**src/rtl/link_pkg.sv**
```systemverilog
// ##########################################################################
// shared definitions of the sampling link
// vector typedefs for sample, channel and serial payload
// sample and frame structs passed between the stages
// state enums of the four state machines, header tag constant
// ##########################################################################

package link_pkg;

	// converter result
	typedef logic [7:0] sample_t;
	// multiplexer channel, 8 inputs
	typedef logic [2:0] channel_t;
	// byte that goes out on the serial line
	typedef logic [7:0] frame_byte_t;

	// one converted sample with the channel it came from
	typedef struct packed {
		channel_t channel;
		sample_t  data;
	} sample_s;

	// one frame for the transmit buffer
	typedef struct packed {
		frame_byte_t payload;
		logic        is_header;
	} frame_s;

	// upper nibble of every header byte
	localparam logic [3:0] header_tag = 4'hA;

	typedef enum logic [2:0] {
		seq_mux_en, seq_settle, seq_start, seq_wait_busy, seq_wait_done, seq_rotate
	} seq_state_e;

	typedef enum logic [1:0] {disp_idle, disp_shoot, disp_wait_confirm, disp_gap} disp_state_e;

	typedef enum logic [1:0] {buf_idle, buf_load, buf_send, buf_wait_end} buf_state_e;

	typedef enum logic [1:0] {tx_idle, tx_start, tx_data, tx_stop} tx_state_e;

endpackage

```
**src/rtl/adc_sequencer.sv**
```systemverilog
// ##########################################################################
// converter sequencer
// drives mux enable and start of conversion, waits for eoc,
// captures the byte and rotates through the 8 channels
// ##########################################################################
`timescale 1ns/1ps

module adc_sequencer (
	input  logic                clock,
	input  logic                rst,
	input  logic                eoc,
	input  link_pkg::sample_t   data_in,
	input  logic                rdy,
	output logic                mux_en,
	output logic                soc,
	output logic                load_dato,
	output logic [3:0]          canale,
	output link_pkg::sample_s   sample,
	output logic                send_data
);

	link_pkg::seq_state_e state;
	// channel being converted right now
	link_pkg::channel_t   chan;
	// dispatcher has raised rdy for the current sample
	logic                 rdy_seen;

	always_ff @(posedge clock) begin
		if (rst) begin
			state     <= link_pkg::seq_mux_en;
			chan      <= '0;
			rdy_seen  <= 1'b0;
			mux_en    <= 1'b0;
			soc       <= 1'b0;
			load_dato <= 1'b0;
			canale    <= '0;
			send_data <= 1'b0;
		end else begin
			// capture strobe lasts one cycle
			load_dato <= 1'b0;
			case (state)
				link_pkg::seq_mux_en: begin
					mux_en <= 1'b1;
					state  <= link_pkg::seq_settle;
				end
				// one cycle for the analog mux to settle
				link_pkg::seq_settle: begin
					state <= link_pkg::seq_start;
				end
				link_pkg::seq_start: begin
					soc   <= 1'b1;
					state <= link_pkg::seq_wait_busy;
				end
				// converter acknowledges by raising eoc
				link_pkg::seq_wait_busy: begin
					if (eoc) begin
						state <= link_pkg::seq_wait_done;
					end
				end
				// falling eoc means the result is on data_in
				link_pkg::seq_wait_done: begin
					if (!eoc) begin
						load_dato <= 1'b1;
						soc       <= 1'b0;
						mux_en    <= 1'b0;
						canale    <= {1'b0, chan};
						send_data <= 1'b1;
						state     <= link_pkg::seq_rotate;
					end
				end
				// hold the sample until rdy has gone high and back low
				link_pkg::seq_rotate: begin
					if (rdy) begin
						rdy_seen <= 1'b1;
					end else if (rdy_seen) begin
						rdy_seen  <= 1'b0;
						send_data <= 1'b0;
						// wraps from 7 to 0 by width
						chan      <= chan + 1'b1;
						state     <= link_pkg::seq_mux_en;
					end
				end
				default: state <= link_pkg::seq_mux_en;
			endcase
		end
	end

	// sample payload, loaded together with load_dato
	always_ff @(posedge clock) begin
		if (state == link_pkg::seq_wait_done && !eoc) begin
			sample.channel <= chan;
			sample.data    <= data_in;
		end
	end

endmodule

```
**src/rtl/frame_dispatcher.sv**
```systemverilog
// ##########################################################################
// frame dispatcher
// turns one sample into a header frame and a data frame
// and shoots them to the transmit buffer one at a time
// ##########################################################################
`timescale 1ns/1ps

module frame_dispatcher (
	input  logic                clock,
	input  logic                rst,
	input  link_pkg::sample_s   sample,
	input  logic                send_data,
	input  logic                confirm,
	output logic                rdy,
	output logic                add_mpx2,
	output link_pkg::frame_s    frame,
	output logic                shot
);

	link_pkg::disp_state_e state;

	always_ff @(posedge clock) begin
		if (rst) begin
			state    <= link_pkg::disp_idle;
			rdy      <= 1'b0;
			add_mpx2 <= 1'b0;
			shot     <= 1'b0;
		end else begin
			// both strobes are single cycle
			shot     <= 1'b0;
			add_mpx2 <= 1'b0;
			case (state)
				link_pkg::disp_idle: begin
					if (send_data) begin
						rdy   <= 1'b1;
						state <= link_pkg::disp_shoot;
					end
				end
				link_pkg::disp_shoot: begin
					shot  <= 1'b1;
					state <= link_pkg::disp_wait_confirm;
				end
				// the frame still held tells which of the two was confirmed
				link_pkg::disp_wait_confirm: begin
					if (confirm) begin
						if (frame.is_header) begin
							add_mpx2 <= 1'b1;
							state    <= link_pkg::disp_shoot;
						end else begin
							rdy   <= 1'b0;
							state <= link_pkg::disp_gap;
						end
					end
				end
				// lets the sequencer drop send_data before idle looks again
				link_pkg::disp_gap: begin
					state <= link_pkg::disp_idle;
				end
				default: state <= link_pkg::disp_idle;
			endcase
		end
	end

	// header is tag, a zero bit and the channel; data frame is the raw byte
	always_ff @(posedge clock) begin
		if (state == link_pkg::disp_idle && send_data) begin
			frame.payload   <= {link_pkg::header_tag, 1'b0, sample.channel};
			frame.is_header <= 1'b1;
		end else if (state == link_pkg::disp_wait_confirm && confirm && frame.is_header) begin
			frame.payload   <= sample.data;
			frame.is_header <= 1'b0;
		end
	end

endmodule

```
**src/rtl/tx_buffer.sv**
```systemverilog
// ##########################################################################
// transmit buffer
// one frame register with load, send and confirm sequencing,
// dsr check before each send and the error flag
// ##########################################################################
`timescale 1ns/1ps

module tx_buffer (
	input  logic                  clock,
	input  logic                  rst,
	input  link_pkg::frame_s      frame,
	input  logic                  shot,
	input  logic                  dsr,
	input  logic                  tx_end,
	output link_pkg::frame_byte_t tx_byte,
	output logic                  send_en,
	output logic                  confirm,
	output logic                  error
);

	link_pkg::buf_state_e state;
	// buffer holds a frame not yet confirmed
	logic                 tre;

	always_ff @(posedge clock) begin
		if (rst) begin
			state   <= link_pkg::buf_idle;
			tre     <= 1'b0;
			send_en <= 1'b0;
			confirm <= 1'b0;
			error   <= 1'b0;
		end else begin
			send_en <= 1'b0;
			confirm <= 1'b0;
			case (state)
				link_pkg::buf_idle: begin
					if (shot && !tre) begin
						tre   <= 1'b1;
						state <= link_pkg::buf_load;
					end
				end
				link_pkg::buf_load: begin
					state <= link_pkg::buf_send;
				end
				// far end not ready: keep the frame, flag it, try again next cycle
				link_pkg::buf_send: begin
					if (tre && dsr) begin
						send_en <= 1'b1;
						error   <= 1'b0;
						state   <= link_pkg::buf_wait_end;
					end else begin
						error <= 1'b1;
					end
				end
				// frame on the line until the stop bit ends
				link_pkg::buf_wait_end: begin
					if (tx_end) begin
						confirm <= 1'b1;
						tre     <= 1'b0;
						state   <= link_pkg::buf_idle;
					end
				end
				default: state <= link_pkg::buf_idle;
			endcase
		end
	end

	// frame register
	always_ff @(posedge clock) begin
		if (state == link_pkg::buf_idle && shot && !tre) begin
			tx_byte <= frame.payload;
		end
	end

endmodule

```
**src/rtl/serial_tx.sv**
```systemverilog
// ##########################################################################
// serial transmitter
// start bit, 8 data bits msb first, stop bit
// every bit held for bit_period clocks
// ##########################################################################
`timescale 1ns/1ps

module serial_tx #(
	parameter int bit_period = 104
) (
	input  logic                  clock,
	input  logic                  rst,
	input  link_pkg::frame_byte_t tx_byte,
	input  logic                  send_en,
	output logic                  data_out,
	output logic                  tx_end
);

	localparam int cnt_w = (bit_period > 1) ? $clog2(bit_period) : 1;
	localparam logic [cnt_w-1:0] cnt_last = cnt_w'(bit_period - 1);

	link_pkg::tx_state_e   state;
	// clocks spent in the current bit
	logic [cnt_w-1:0]      cnt;
	// data bit index, 0 is the msb
	logic [2:0]            bit_idx;
	link_pkg::frame_byte_t shreg;
	logic                  bit_done;

	assign bit_done = (cnt == cnt_last);
	// last clock of the stop bit
	assign tx_end = (state == link_pkg::tx_stop) && bit_done;

	always_ff @(posedge clock) begin
		if (rst) begin
			state    <= link_pkg::tx_idle;
			cnt      <= '0;
			bit_idx  <= '0;
			data_out <= 1'b1;
		end else begin
			if (state == link_pkg::tx_idle || bit_done) begin
				cnt <= '0;
			end else begin
				cnt <= cnt + 1'b1;
			end
			case (state)
				// line idles high
				link_pkg::tx_idle: begin
					data_out <= 1'b1;
					if (send_en) begin
						data_out <= 1'b0;
						state    <= link_pkg::tx_start;
					end
				end
				link_pkg::tx_start: begin
					if (bit_done) begin
						bit_idx  <= '0;
						data_out <= shreg[7];
						state    <= link_pkg::tx_data;
					end
				end
				link_pkg::tx_data: begin
					if (bit_done) begin
						if (bit_idx == 3'd7) begin
							data_out <= 1'b1;
							state    <= link_pkg::tx_stop;
						end else begin
							bit_idx  <= bit_idx + 1'b1;
							data_out <= shreg[7];
						end
					end
				end
				link_pkg::tx_stop: begin
					if (bit_done) begin
						state <= link_pkg::tx_idle;
					end
				end
				default: state <= link_pkg::tx_idle;
			endcase
		end
	end

	// shift register, msb always holds the next bit to send
	always_ff @(posedge clock) begin
		if (state == link_pkg::tx_idle && send_en) begin
			shreg <= tx_byte;
		end else if (bit_done && (state == link_pkg::tx_start || state == link_pkg::tx_data)) begin
			shreg <= {shreg[6:0], 1'b0};
		end
	end

endmodule

```
**src/rtl/adc_serial_link.sv**
```systemverilog
// ##########################################################################
// sampling link top level
// sequencer, dispatcher, transmit buffer and serial transmitter
// chained into one pipeline
// ##########################################################################
`timescale 1ns/1ps

module adc_serial_link #(
	parameter int bit_period = 104
) (
	input  logic              clock,
	input  logic              rst,
	input  logic              eoc,
	input  link_pkg::sample_t data_in,
	input  logic              dsr,
	output logic              soc,
	output logic              load_dato,
	output logic              add_mpx2,
	output logic [3:0]        canale,
	output logic              mux_en,
	output logic              error,
	output logic              data_out
);

	// sequencer to dispatcher
	link_pkg::sample_s     sample;
	logic                  send_data;
	logic                  rdy;
	// dispatcher to buffer
	link_pkg::frame_s      frame;
	logic                  shot;
	logic                  confirm;
	// buffer to transmitter
	link_pkg::frame_byte_t tx_byte;
	logic                  send_en;
	logic                  tx_end;

	adc_sequencer u_seq (
		.clock     (clock),
		.rst       (rst),
		.eoc       (eoc),
		.data_in   (data_in),
		.rdy       (rdy),
		.mux_en    (mux_en),
		.soc       (soc),
		.load_dato (load_dato),
		.canale    (canale),
		.sample    (sample),
		.send_data (send_data)
	);

	frame_dispatcher u_disp (
		.clock     (clock),
		.rst       (rst),
		.sample    (sample),
		.send_data (send_data),
		.confirm   (confirm),
		.rdy       (rdy),
		.add_mpx2  (add_mpx2),
		.frame     (frame),
		.shot      (shot)
	);

	tx_buffer u_buf (
		.clock   (clock),
		.rst     (rst),
		.frame   (frame),
		.shot    (shot),
		.dsr     (dsr),
		.tx_end  (tx_end),
		.tx_byte (tx_byte),
		.send_en (send_en),
		.confirm (confirm),
		.error   (error)
	);

	serial_tx #(
		.bit_period (bit_period)
	) u_tx (
		.clock    (clock),
		.rst      (rst),
		.tx_byte  (tx_byte),
		.send_en  (send_en),
		.data_out (data_out),
		.tx_end   (tx_end)
	);

endmodule

```
**config.mk**
```make
export PLATFORM = sky130hd
export DESIGN_NAME = adc_serial_link
export DESIGN_NICKNAME = d
export VERILOG_FILES = /design/src/rtl/link_pkg.sv /design/src/rtl/adc_sequencer.sv /design/src/rtl/frame_dispatcher.sv /design/src/rtl/tx_buffer.sv /design/src/rtl/serial_tx.sv /design/src/rtl/adc_serial_link.sv
export SDC_FILE = /design/constraint.sdc
export NUM_CORES = 1
export LEC_CHECK = 0
export BUFFER_PORTS_ARGS = -buffer_cell sky130_fd_sc_hd__buf_2
export CAP_MARGIN = 5
export CELL_PAD_IN_SITES_DETAIL_PLACEMENT = 1
export CELL_PAD_IN_SITES_GLOBAL_PLACEMENT = 1
export CORE_MARGIN = 8
export CORE_UTILIZATION = 40
export DETAILED_ROUTE_END_ITERATION = 8
export HOLD_SLACK_MARGIN = 0.1
export PLACE_DENSITY = 0.76
export SLEW_MARGIN = 20
export SYNTH_ARGS = -nofsm -noshare
export SYNTH_HDL_FRONTEND = slang
export SYNTH_HIERARCHICAL = 1
export SYNTH_SLANG_ARGS = --single-unit
```
**constraint.sdc**
```tcl
create_clock -name clock -period 2.5 [get_ports clock]
set_input_delay 0.125 -clock clock [delete_from_list [all_inputs] [get_ports clock]]
set_output_delay 0.125 -clock clock [all_outputs]
set_load 0.05 [all_outputs]
```
# Word-level counts from Yosys, hierarchy flattened
# Index checks and enable logic that the tools add are counted.
[totals]
reg_bits = 74
word_cells = 169
input_bits = 12
out_inout_bits = 10
[classes]
eq_ne = 32
bitwise = 7
reduce_logical = 46
add_sub_neg = 3
muxes = 53
[op_table]
columns = ["cell", "count"]
rows = [
  ["$pmux 2 s4", 3],
  ["$mux 2", 11],
  ["$mux 3", 7],
  ["$mux 1", 20],
  ["$pmux 3 s6", 1],
  ["$mux 8", 2],
  ["$ne 2x1->1 const B", 8],
  ["$ne 2x2->1 const B", 8],
  ["$reduce_and 4->1", 4],
  ["$reduce_bool 2->1", 8],
  ["$eq 2x2->1 const B", 6],
  ["$reduce_and 3->1", 4],
  ["$logic_and 1x1->1", 11],
  ["$pmux 1 s2", 5],
  ["$eq 3x3->1 const B", 3],
  ["$mux 4", 2],
  ["$reduce_and 2->1", 4],
  ["$reduce_or 2->1", 4],
  ["$add 7x1->7 const B", 1],
  ["$eq 7x7->1 const B", 1],
  ["$not 1->1", 7],
  ["$add 3x1->3 const B", 2],
  ["$eq 2x1->1 const B", 3],
  ["$eq 3x2->1 const B", 2],
  ["other kinds (10)", 14],
]

# Logic depth before layout (Yosys ltp)
# Gate-level depths: netlist (run 1).
[depth]
word_depth = 5
ltp_mapped = 7
ltp_nobuf = 6

# Hierarchy
# Netlist (run 1), hierarchy kept.
[modules_own_cells]
columns = ["mod", "area_per_inst_um2", "seq_area_each_um2", "cells_per_inst", "n_inst"]
rows = [
  ["serial_tx", 1116.1, 500.5, 103, 1],
  ["adc_sequencer", 949.7, 610.6, 76, 1],
  ["tx_buffer", 530.5, 360.3, 41, 1],
  ["frame_dispatcher", 524.3, 310.3, 43, 1],
]

# Worst setup path after synthesis (run 1)
# OpenSTA, ideal clock, no wires.
[synth_path]
kind = "reg-to-reg"
startpoint = "register u_tx.state[0]"
endpoint = "register u_tx.state[0]"
setup_time_ns = 0.132
path_buffers = 1
required_time_ns = 2.368
path_stages_with_launch = 8
path_slack_ns = 0.662
period_less_slack_ns = 1.838
t_arrival_ns = 1.706
path_cell_list = "dfxtp_1 > inv_1 > ha_1 > buf_6 > or4b_4 > o32ai_4 > o221a_2 > a211oi_2"
[synth_between]
elab_chain_len = 3
word_cells_on_any_way = 11
cone_classes = "8 x eq/ne; 1 x mux; 2 x reduce/logical"
[synth_rtl]
columns = ["item", "line_no", "rtl"]
rows = [
  ["from (decl)", "serial_tx.sv:22", "link_pkg::tx_state_e state;"],
  ["from (signal assigned)", "serial_tx.sv:36", "state <= link_pkg::tx_idle;"],
  ["from (signal assigned)", "serial_tx.sv:52", "state <= link_pkg::tx_start;"],
  ["from (signal assigned)", "serial_tx.sv:59", "state <= link_pkg::tx_data;"],
  ["$eq 2x2->1, or another cell as far along", "serial_tx.sv:46", "case (state)"],
  ["$ne 2x1->1 (no source line) / $ne 2x2->1 (equally long branches)", "-", ""],
  ["$reduce_and 5->1 (no source line)", "-", ""],
]
# Parallel ways exist; a longest one is shown, timed or not.
# A chain may end at the register's enable or synchronous reset.

# Worst setup path in the final report (run 1)
# Ends and elaborated chain as after synthesis.

==> flow_summary.yaml, run 1 <==
timing:
  worst_pin_slew_ps: 743.7
  skew_ps: 11.02
  finalSetupViolCount: 0
  fmax_mhz: 491.0
  hold_viol: 0
  rsz0062_at_grt: "false"
  min_period_ps: 2037
  maxSlewHeadroom: 0.5024
  setup_tns_ps: 0
  maxSlewViolCount: 0
  fin_hold_ws_ps: 317.5
  fin_ws_ps: 463.4
  finalCritPeriodShare: 0.8146
worst_setup_path:
  worstReg2RegStart: "u_tx/state[0]"
  worst_ep_arrival_time_ps: 2240
  worstPathRequired_ps: 2700
  path_max_fanout: 10
  critPathKind: "reg -> reg"
  regToRegEndpoint: "u_tx/state[0]"
  rr_worst_depth: 6
  rrSetupSlack_ps: 460
  crit_path_start_kind: "flip-flop"
  crit_path_end_kind: "flip-flop"
synthesis:
  ys_ff_latch: 74
  yosys.area.top_type: "edfxtp_1"
  yosys_warnings: 6
  synthTopCellsByArea: "edfxtp_1 29%, dfxtp_1 28%, ha_1 4.8%, nor2_1 3.0%, mux2_2 2.9%"
  synth_area_per_cell_um2: 11.86
  synth_cell_types: 54
  netlist_area_mm2: 0.003120
  synth_edf_count: 30
  synth-main-ff-cell: "dfxtp_1"
  syn-num-nets: 287
  synth_seq_area_share: 0.5710
  synth.top_cell.area_share: 0.2887
  synthesis.instances: 263
  async_reset_ff_frac: 0
power:
  p_leak_nw: 1.328
  cellPowerDensity_mw_per_mm2: 774.0
  power.total_w: 0.002808
  vdd_drop_max_mv: 0.4495
clock_network:
  cts.clk_slew.worst_paths_ps: 80
  cts_buffer_depth: 2
  cts_setup_buffers: 0
  cts_tree: "built"
  cts_buffers: 9
  cts_root_buffer: "clkbuf_8"
  h-tree-depth: 3
  cts.sinks: 74
  clk_latency_ps: 350
hold_path:
  hp-start: "rst"
  hold_depth: 2
  hold_path.class: "in -> reg"
  whs_endpoint: "u_seq/canale[1]"
floorplan:
  core-area_mm2: 0.007647
  dieArea_mm2: 0.01088
  fp.dieW_um: 104.3
  ios: 22
  chipHeight_um: 104.3
  fp-row-count: 32
  start_util: 0.4080
cells_and_area:
  mostFrequentLayoutCells: "44 x dfxtp_1, 30 x edfxtp_1, 25 x nor2_1"
  final_common_cell: "dfxtp_1"
  fill_cells: 825
  fin_nets: 322
  fin_area_mm2: 0.003628
  area_growth_pct: 16.28
  n_antenna_cell: 0
  drive_gt1_frac: 0.2046
routing:
  drc_errors: 0
  drtIter0Drc: 80
  via_count: 2074
  drt-total-wl_mm: 6.043
  routed_via_density: 5.121
  wl_per_cell_um: 14.92
  first_pass_iters: 4
  drtAntennaViolNets: 0
placement:
  io_buffer_count: 20
  gp_congestion: 0.7436
  dpl_worst_slack_ps: 482.4
  dpl.hpwl_mm: 4.076
  dpl_cell_area_mm2: 0.003294
global_routing:
  antenna_found_initial: 0
  grt_pass1_wl_mm: 10.28
  overflow: 0
  first_global_vias: 2156
  grt_start_max_net_pins: 39
  grt_usage: 0.1162
job:
  drv_cap: 0
run_status:
  status: "complete, no violations"
[through the flow]
step,std cells,util
after floorplan,263,-
after global placement,379,0.4308
after detailed placement,379,0.4308
after CTS,405,0.4745
after global routing,405,0.4745
final,405,0.4745
[Yosys cell counts, types with 5 or more instances]
| library cell | number |
|---|---|
| dfxtp_1 | 44 |
| edfxtp_1 | 30 |
| nor2_1 | 25 |
| nand2_1 | 15 |
| ha_1 | 12 |
| inv_1 | 11 |
| a21oi_1 | 10 |
| mux2_2 | 8 |
| nand3_1 | 8 |
| mux2i_1 | 7 |
| nand2b_1 | 7 |
| a22o_2 | 6 |
| o21ai_0 | 6 |
| nor2b_1 | 5 |
| nor3_1 | 5 |
[flip-flops by register name, indices dropped and copies added, names as in the netlist, 2 cells and up]
signal / flops
u_buf/state: 2
u_buf/tx_byte: 8
u_disp/frame: 9
u_disp/state: 2
u_seq/canale: 3
u_seq/chan: 3
u_seq/sample: 11
u_seq/state: 3
u_tx/bit_idx: 3
u_tx/cnt: 7
u_tx/shreg: 8
u_tx/state: 2
[final cells by class]
type,count,area (um2),share of cell area
timing repair buffer,31,207.7,0.05724
clock buffer,10,127.6,0.03517
inverter,12,45.04,0.01241
tap,102,127.6,0.03517
clock inverter,6,106.4,0.02931
sequential,74,1782,0.4910
multi-input combinational,170,1232,0.3397
[power by group]
group	total, W	switching (W)	internal (W)
combinational	0.000359	0.000194	0.000165
sequential	0.00136	0.0000508	0.00131
clock	0.00109	0.000431	0.000658
total	0.00281	0.000676	0.00213
[layer usage]
layer / vias to the layer above / routed length, um / part of all wire / global-route usage
met3: 8 / 242 / 0.040 / 0.04585
met2: 32 / 3047 / 0.50 / 0.1963
met5: - / 0 / 0 / 0
met1: 1013 / 2662 / 0.44 / 0.1265
li1: 1021 / - / - / -
met4: 0 / 91 / 0.015 / 0.04860
[how the worst max path moves through the flow]
stage,startpoint,to,slack [ps],depth (start not counted)
final,u_tx/state[0],u_tx/state[0],460,6
after global routing,u_tx/state[0],u_tx/state[0],370,6
after CTS,u_tx/state[0],u_tx/state[0],460,6
after detailed placement,u_tx/state[0],u_tx/state[0],480,6
after global placement,u_tx/state[0],u_tx/state[0],540,6
after floorplan,u_tx/state[0],u_tx/state[0],660,7
[critical path, cell delays in order, from the launching register on]
cell	delay, ps
dfxtp_1	360
inv_1	120
ha_1	370
or4b_4	600
o32ai_4	150
o221a_2	260
a211oi_2	40
[cell families after synthesis]
logic type	Yosys count	synth area share
buffers and inverters	19	0.03408
other	1	0.001202
adder cells (fa/ha/maj)	12	0.04811
XOR/XNOR	5	0.01404
AO/OA/AOI/OAI	43	0.1091
multiplexers	15	0.05133
flip-flops	74	0.5710
AND/OR/NAND/NOR	94	0.1712
[what timing repair did]
action                                 CTS  global route
hold buffers                            10             0
resized for setup                        0             0
endpoints found under the hold margin   11             0
Power figures use the tool's default switching activity.
==> run 2, diff against run 1 <==
--- a/config.mk
+++ b/config.mk
@@ -13,7 +13,7 @@
 export CORE_UTILIZATION = 40
 export DETAILED_ROUTE_END_ITERATION = 8
 export HOLD_SLACK_MARGIN = 0.1
-export PLACE_DENSITY = 0.76
+export PLACE_DENSITY = 0.79
 export SLEW_MARGIN = 20
 export SYNTH_ARGS = -nofsm -noshare
 export SYNTH_HDL_FRONTEND = slang
==> constraint.sdc (replaced) <==
create_clock -name clock -period 1.8 [get_ports clock]
set_input_delay 0.09 -clock clock [delete_from_list [all_inputs] [get_ports clock]]
set_output_delay 0.09 -clock clock [all_outputs]
set_load 0.05 [all_outputs]
==> flow_summary.yaml, run 2 (same netlist as run 1, synthesis figures left out) <==
cells_and_area:
  fin_nets: 335
  largest_register: "u_seq/sample"
  largest_reg_flops: 11
  drive_gt1_frac: 0.2722
  area_growth_pct: 20.37
  fin_area_mm2: 0.003756
  n_antenna_cell: 0
  fill_cells: 804
  multi_input_area_mm2: 0.001269
  mostFrequentLayoutCells: "42 x dfxtp_1, 30 x edfxtp_1, 25 x nor2_1"
  largestRegisters: "u_seq/sample (11), u_disp/frame (9)"
  seqCellArea_mm2: 0.001787
  final_common_cell: "dfxtp_1"
  postLayoutCoreUtil: 0.4912
run_status:
  status: "complete, no violations"
routing:
  drc_errors: 0
  drtIter0Drc: 60
  drtAntennaViolNets: 0
  routed_via_density: 5.069
  via_count: 2119
  wl_per_cell_um: 14.59
  drt-total-wl_mm: 6.098
  first_pass_iters: 4
floorplan:
  chipHeight_um: 104.3
  dieArea_mm2: 0.01088
  fp.dieW_um: 104.3
  ios: 22
  core-area_mm2: 0.007647
  fp-row-count: 32
  start_util: 0.4080
power:
  p_sw_w: 0.0009968
  p_comb_frac: 0.148
  p_leak_nw: 1.391
  vdd_drop_max_mv: 0.4464
  cellPowerDensity_mw_per_mm2: 1036
  swShare: 0.2562
  power_frac_seq: 0.486
  p_clk_frac: 0.366
  internal_power_w: 0.002893
worst_setup_path:
  crit_path_start_kind: "flip-flop"
  path_max_fanout: 4
  worst_ep_arrival_time_ps: 2010
  worstPathRequired_ps: 2070
  rrSetupSlack_ps: 60
  regToRegEndpoint: "u_buf/state[1]"
  worstReg2RegStart: "u_tx/cnt[0]"
  critPathLaunch: "u_tx/cnt[0]"
  rr_worst_depth: 7
  critPathKind: "reg -> reg"
  crit_path_end_kind: "flip-flop"
job:
  drv_cap: 0
clock_network:
  cts.clk_slew.worst_paths_ps: 80
  cts_root_buffer: "clkbuf_8"
  cts_buffer_depth: 2
  h-tree-depth: 3
  cts_tree: "built"
  clk_latency_ps: 340
  cts.sinks: 74
  cts_buffers: 9
placement:
  gp_congestion: 0.7567
  io_buffer_count: 20
  dpl.hpwl_mm: 4.287
  dpl_cell_area_mm2: 0.003378
timing:
  maxSlewHeadroom: 0.6559
  min_period_ps: 1738
  rsz0062_at_grt: "true"
  fmax_mhz: 575.3
  skew_ps: 10.37
  hold_viol: 0
  maxSlewViolCount: 0
  finalCritPeriodShare: 0.9657
  fin_hold_ws_ps: 195.9
  finalSetupViolCount: 0
  worst_pin_slew_ps: 516.1
global_routing:
  grt_start_max_net_pins: 30
  grt_usage: 0.1164
  use_met3: 0.02850
  first_global_vias: 2273
  overflow: 0
  grt.busiest_layer: "met2"
  antenna_found_initial: 0
  gr-usage-met2: 0.1999
  grt_use_met1: 0.1286
  grt_pass1_wl_mm: 10.32
hold_path:
  hp-start: "rst"
  hold_path.class: "in -> reg"
  whs_endpoint: "u_seq/canale[0]"
  hold_depth: 2
-- run 2: cell types whose count changed in the layout (fill, tap and decap cells not counted), moves of 2 or more --
cell,delta
inv_6,+3
and3_4,+2
and3_1,-2
dfxtp_1,-2
buf_4,+13
ha_1,-2
-- run 2: area by class of cell --
cell class | count | share of cell area
Sequential cell | 74 | 0.4757
Multi-Input combinational cell | 170 | 0.3378
Timing Repair Buffer | 44 | 0.08128
Tap cell | 102 | 0.03398
Clock buffer | 9 | 0.03298
Clock inverter | 7 | 0.02632
Inverter | 12 | 0.01199
-- run 2: worst max-delay path by stage --
stage / end / slack, ps / cells after the start
after floorplan: u_tx/data_out / 20 / 6
after global placement: u_tx/data_out / 90 / 5
after detailed placement: u_tx/data_out / -30 / 6
after CTS: u_buf/state[1] / 30 / 7
after global routing: u_buf/state[1] / -30 / 7
final: u_buf/state[1] / 60 / 7
-- run 2: through the flow --
step           instances  setup slack [ps]  setup TNS, ps  total power, W
2_1_floorplan        263             20.58              0        0.002300
3_3_place_gp         390             86.19              0        0.002395
3_5_place_dp         390            -26.75         -35.64        0.002424
4_1_cts              417             32.41              0        0.003913
5_1_grt              418            -26.13         -26.13        0.004082
6_report             418             61.66              0        0.003890
-- run 2: worst max-delay path, stage by stage, from the launching register on --
cell and delay [ps]:
dfxtp_1 360, ha_1 190, and3_4 210, and3_4 200
inv_1 60, a222oi_1 310, buf_4 170, mux2i_1 160
-- run 2: repair_timing --
item / 4_1_cts / 5_1_grt
pin swaps: 2 / 0
setup endpoints to repair: 3 / 12
cloned: 0 / 0
buffers inserted: 1 / 1
resized for setup: 3 / 7
endpoints found under the hold margin: 12 / 0
hold buffers: 10 / 0
-- run 2: power by group through the flow --
| stage | Combinational, W | Clock (W) | Sequential, W |
|---|---|---|---|
| global placement | 0.000471 | 0 | 0.00192 |
| floorplan | 0.000366 | 0 | 0.00193 |
| detailed placement | 0.000494 | 0 | 0.00193 |
| global route | 0.000640 | 0.00154 | 0.00190 |
| CTS | 0.000550 | 0.00147 | 0.00189 |
| finish | 0.000577 | 0.00142 | 0.00189 |
-- run 2: per-layer routing --
metal | up-vias | part of all wire
li1 | 1047 | -
met1 | 1035 | 0.45
met2 | 25 | 0.51
met3 | 12 | 0.024
met4 | 0 | 0.020
met5 | - | 0
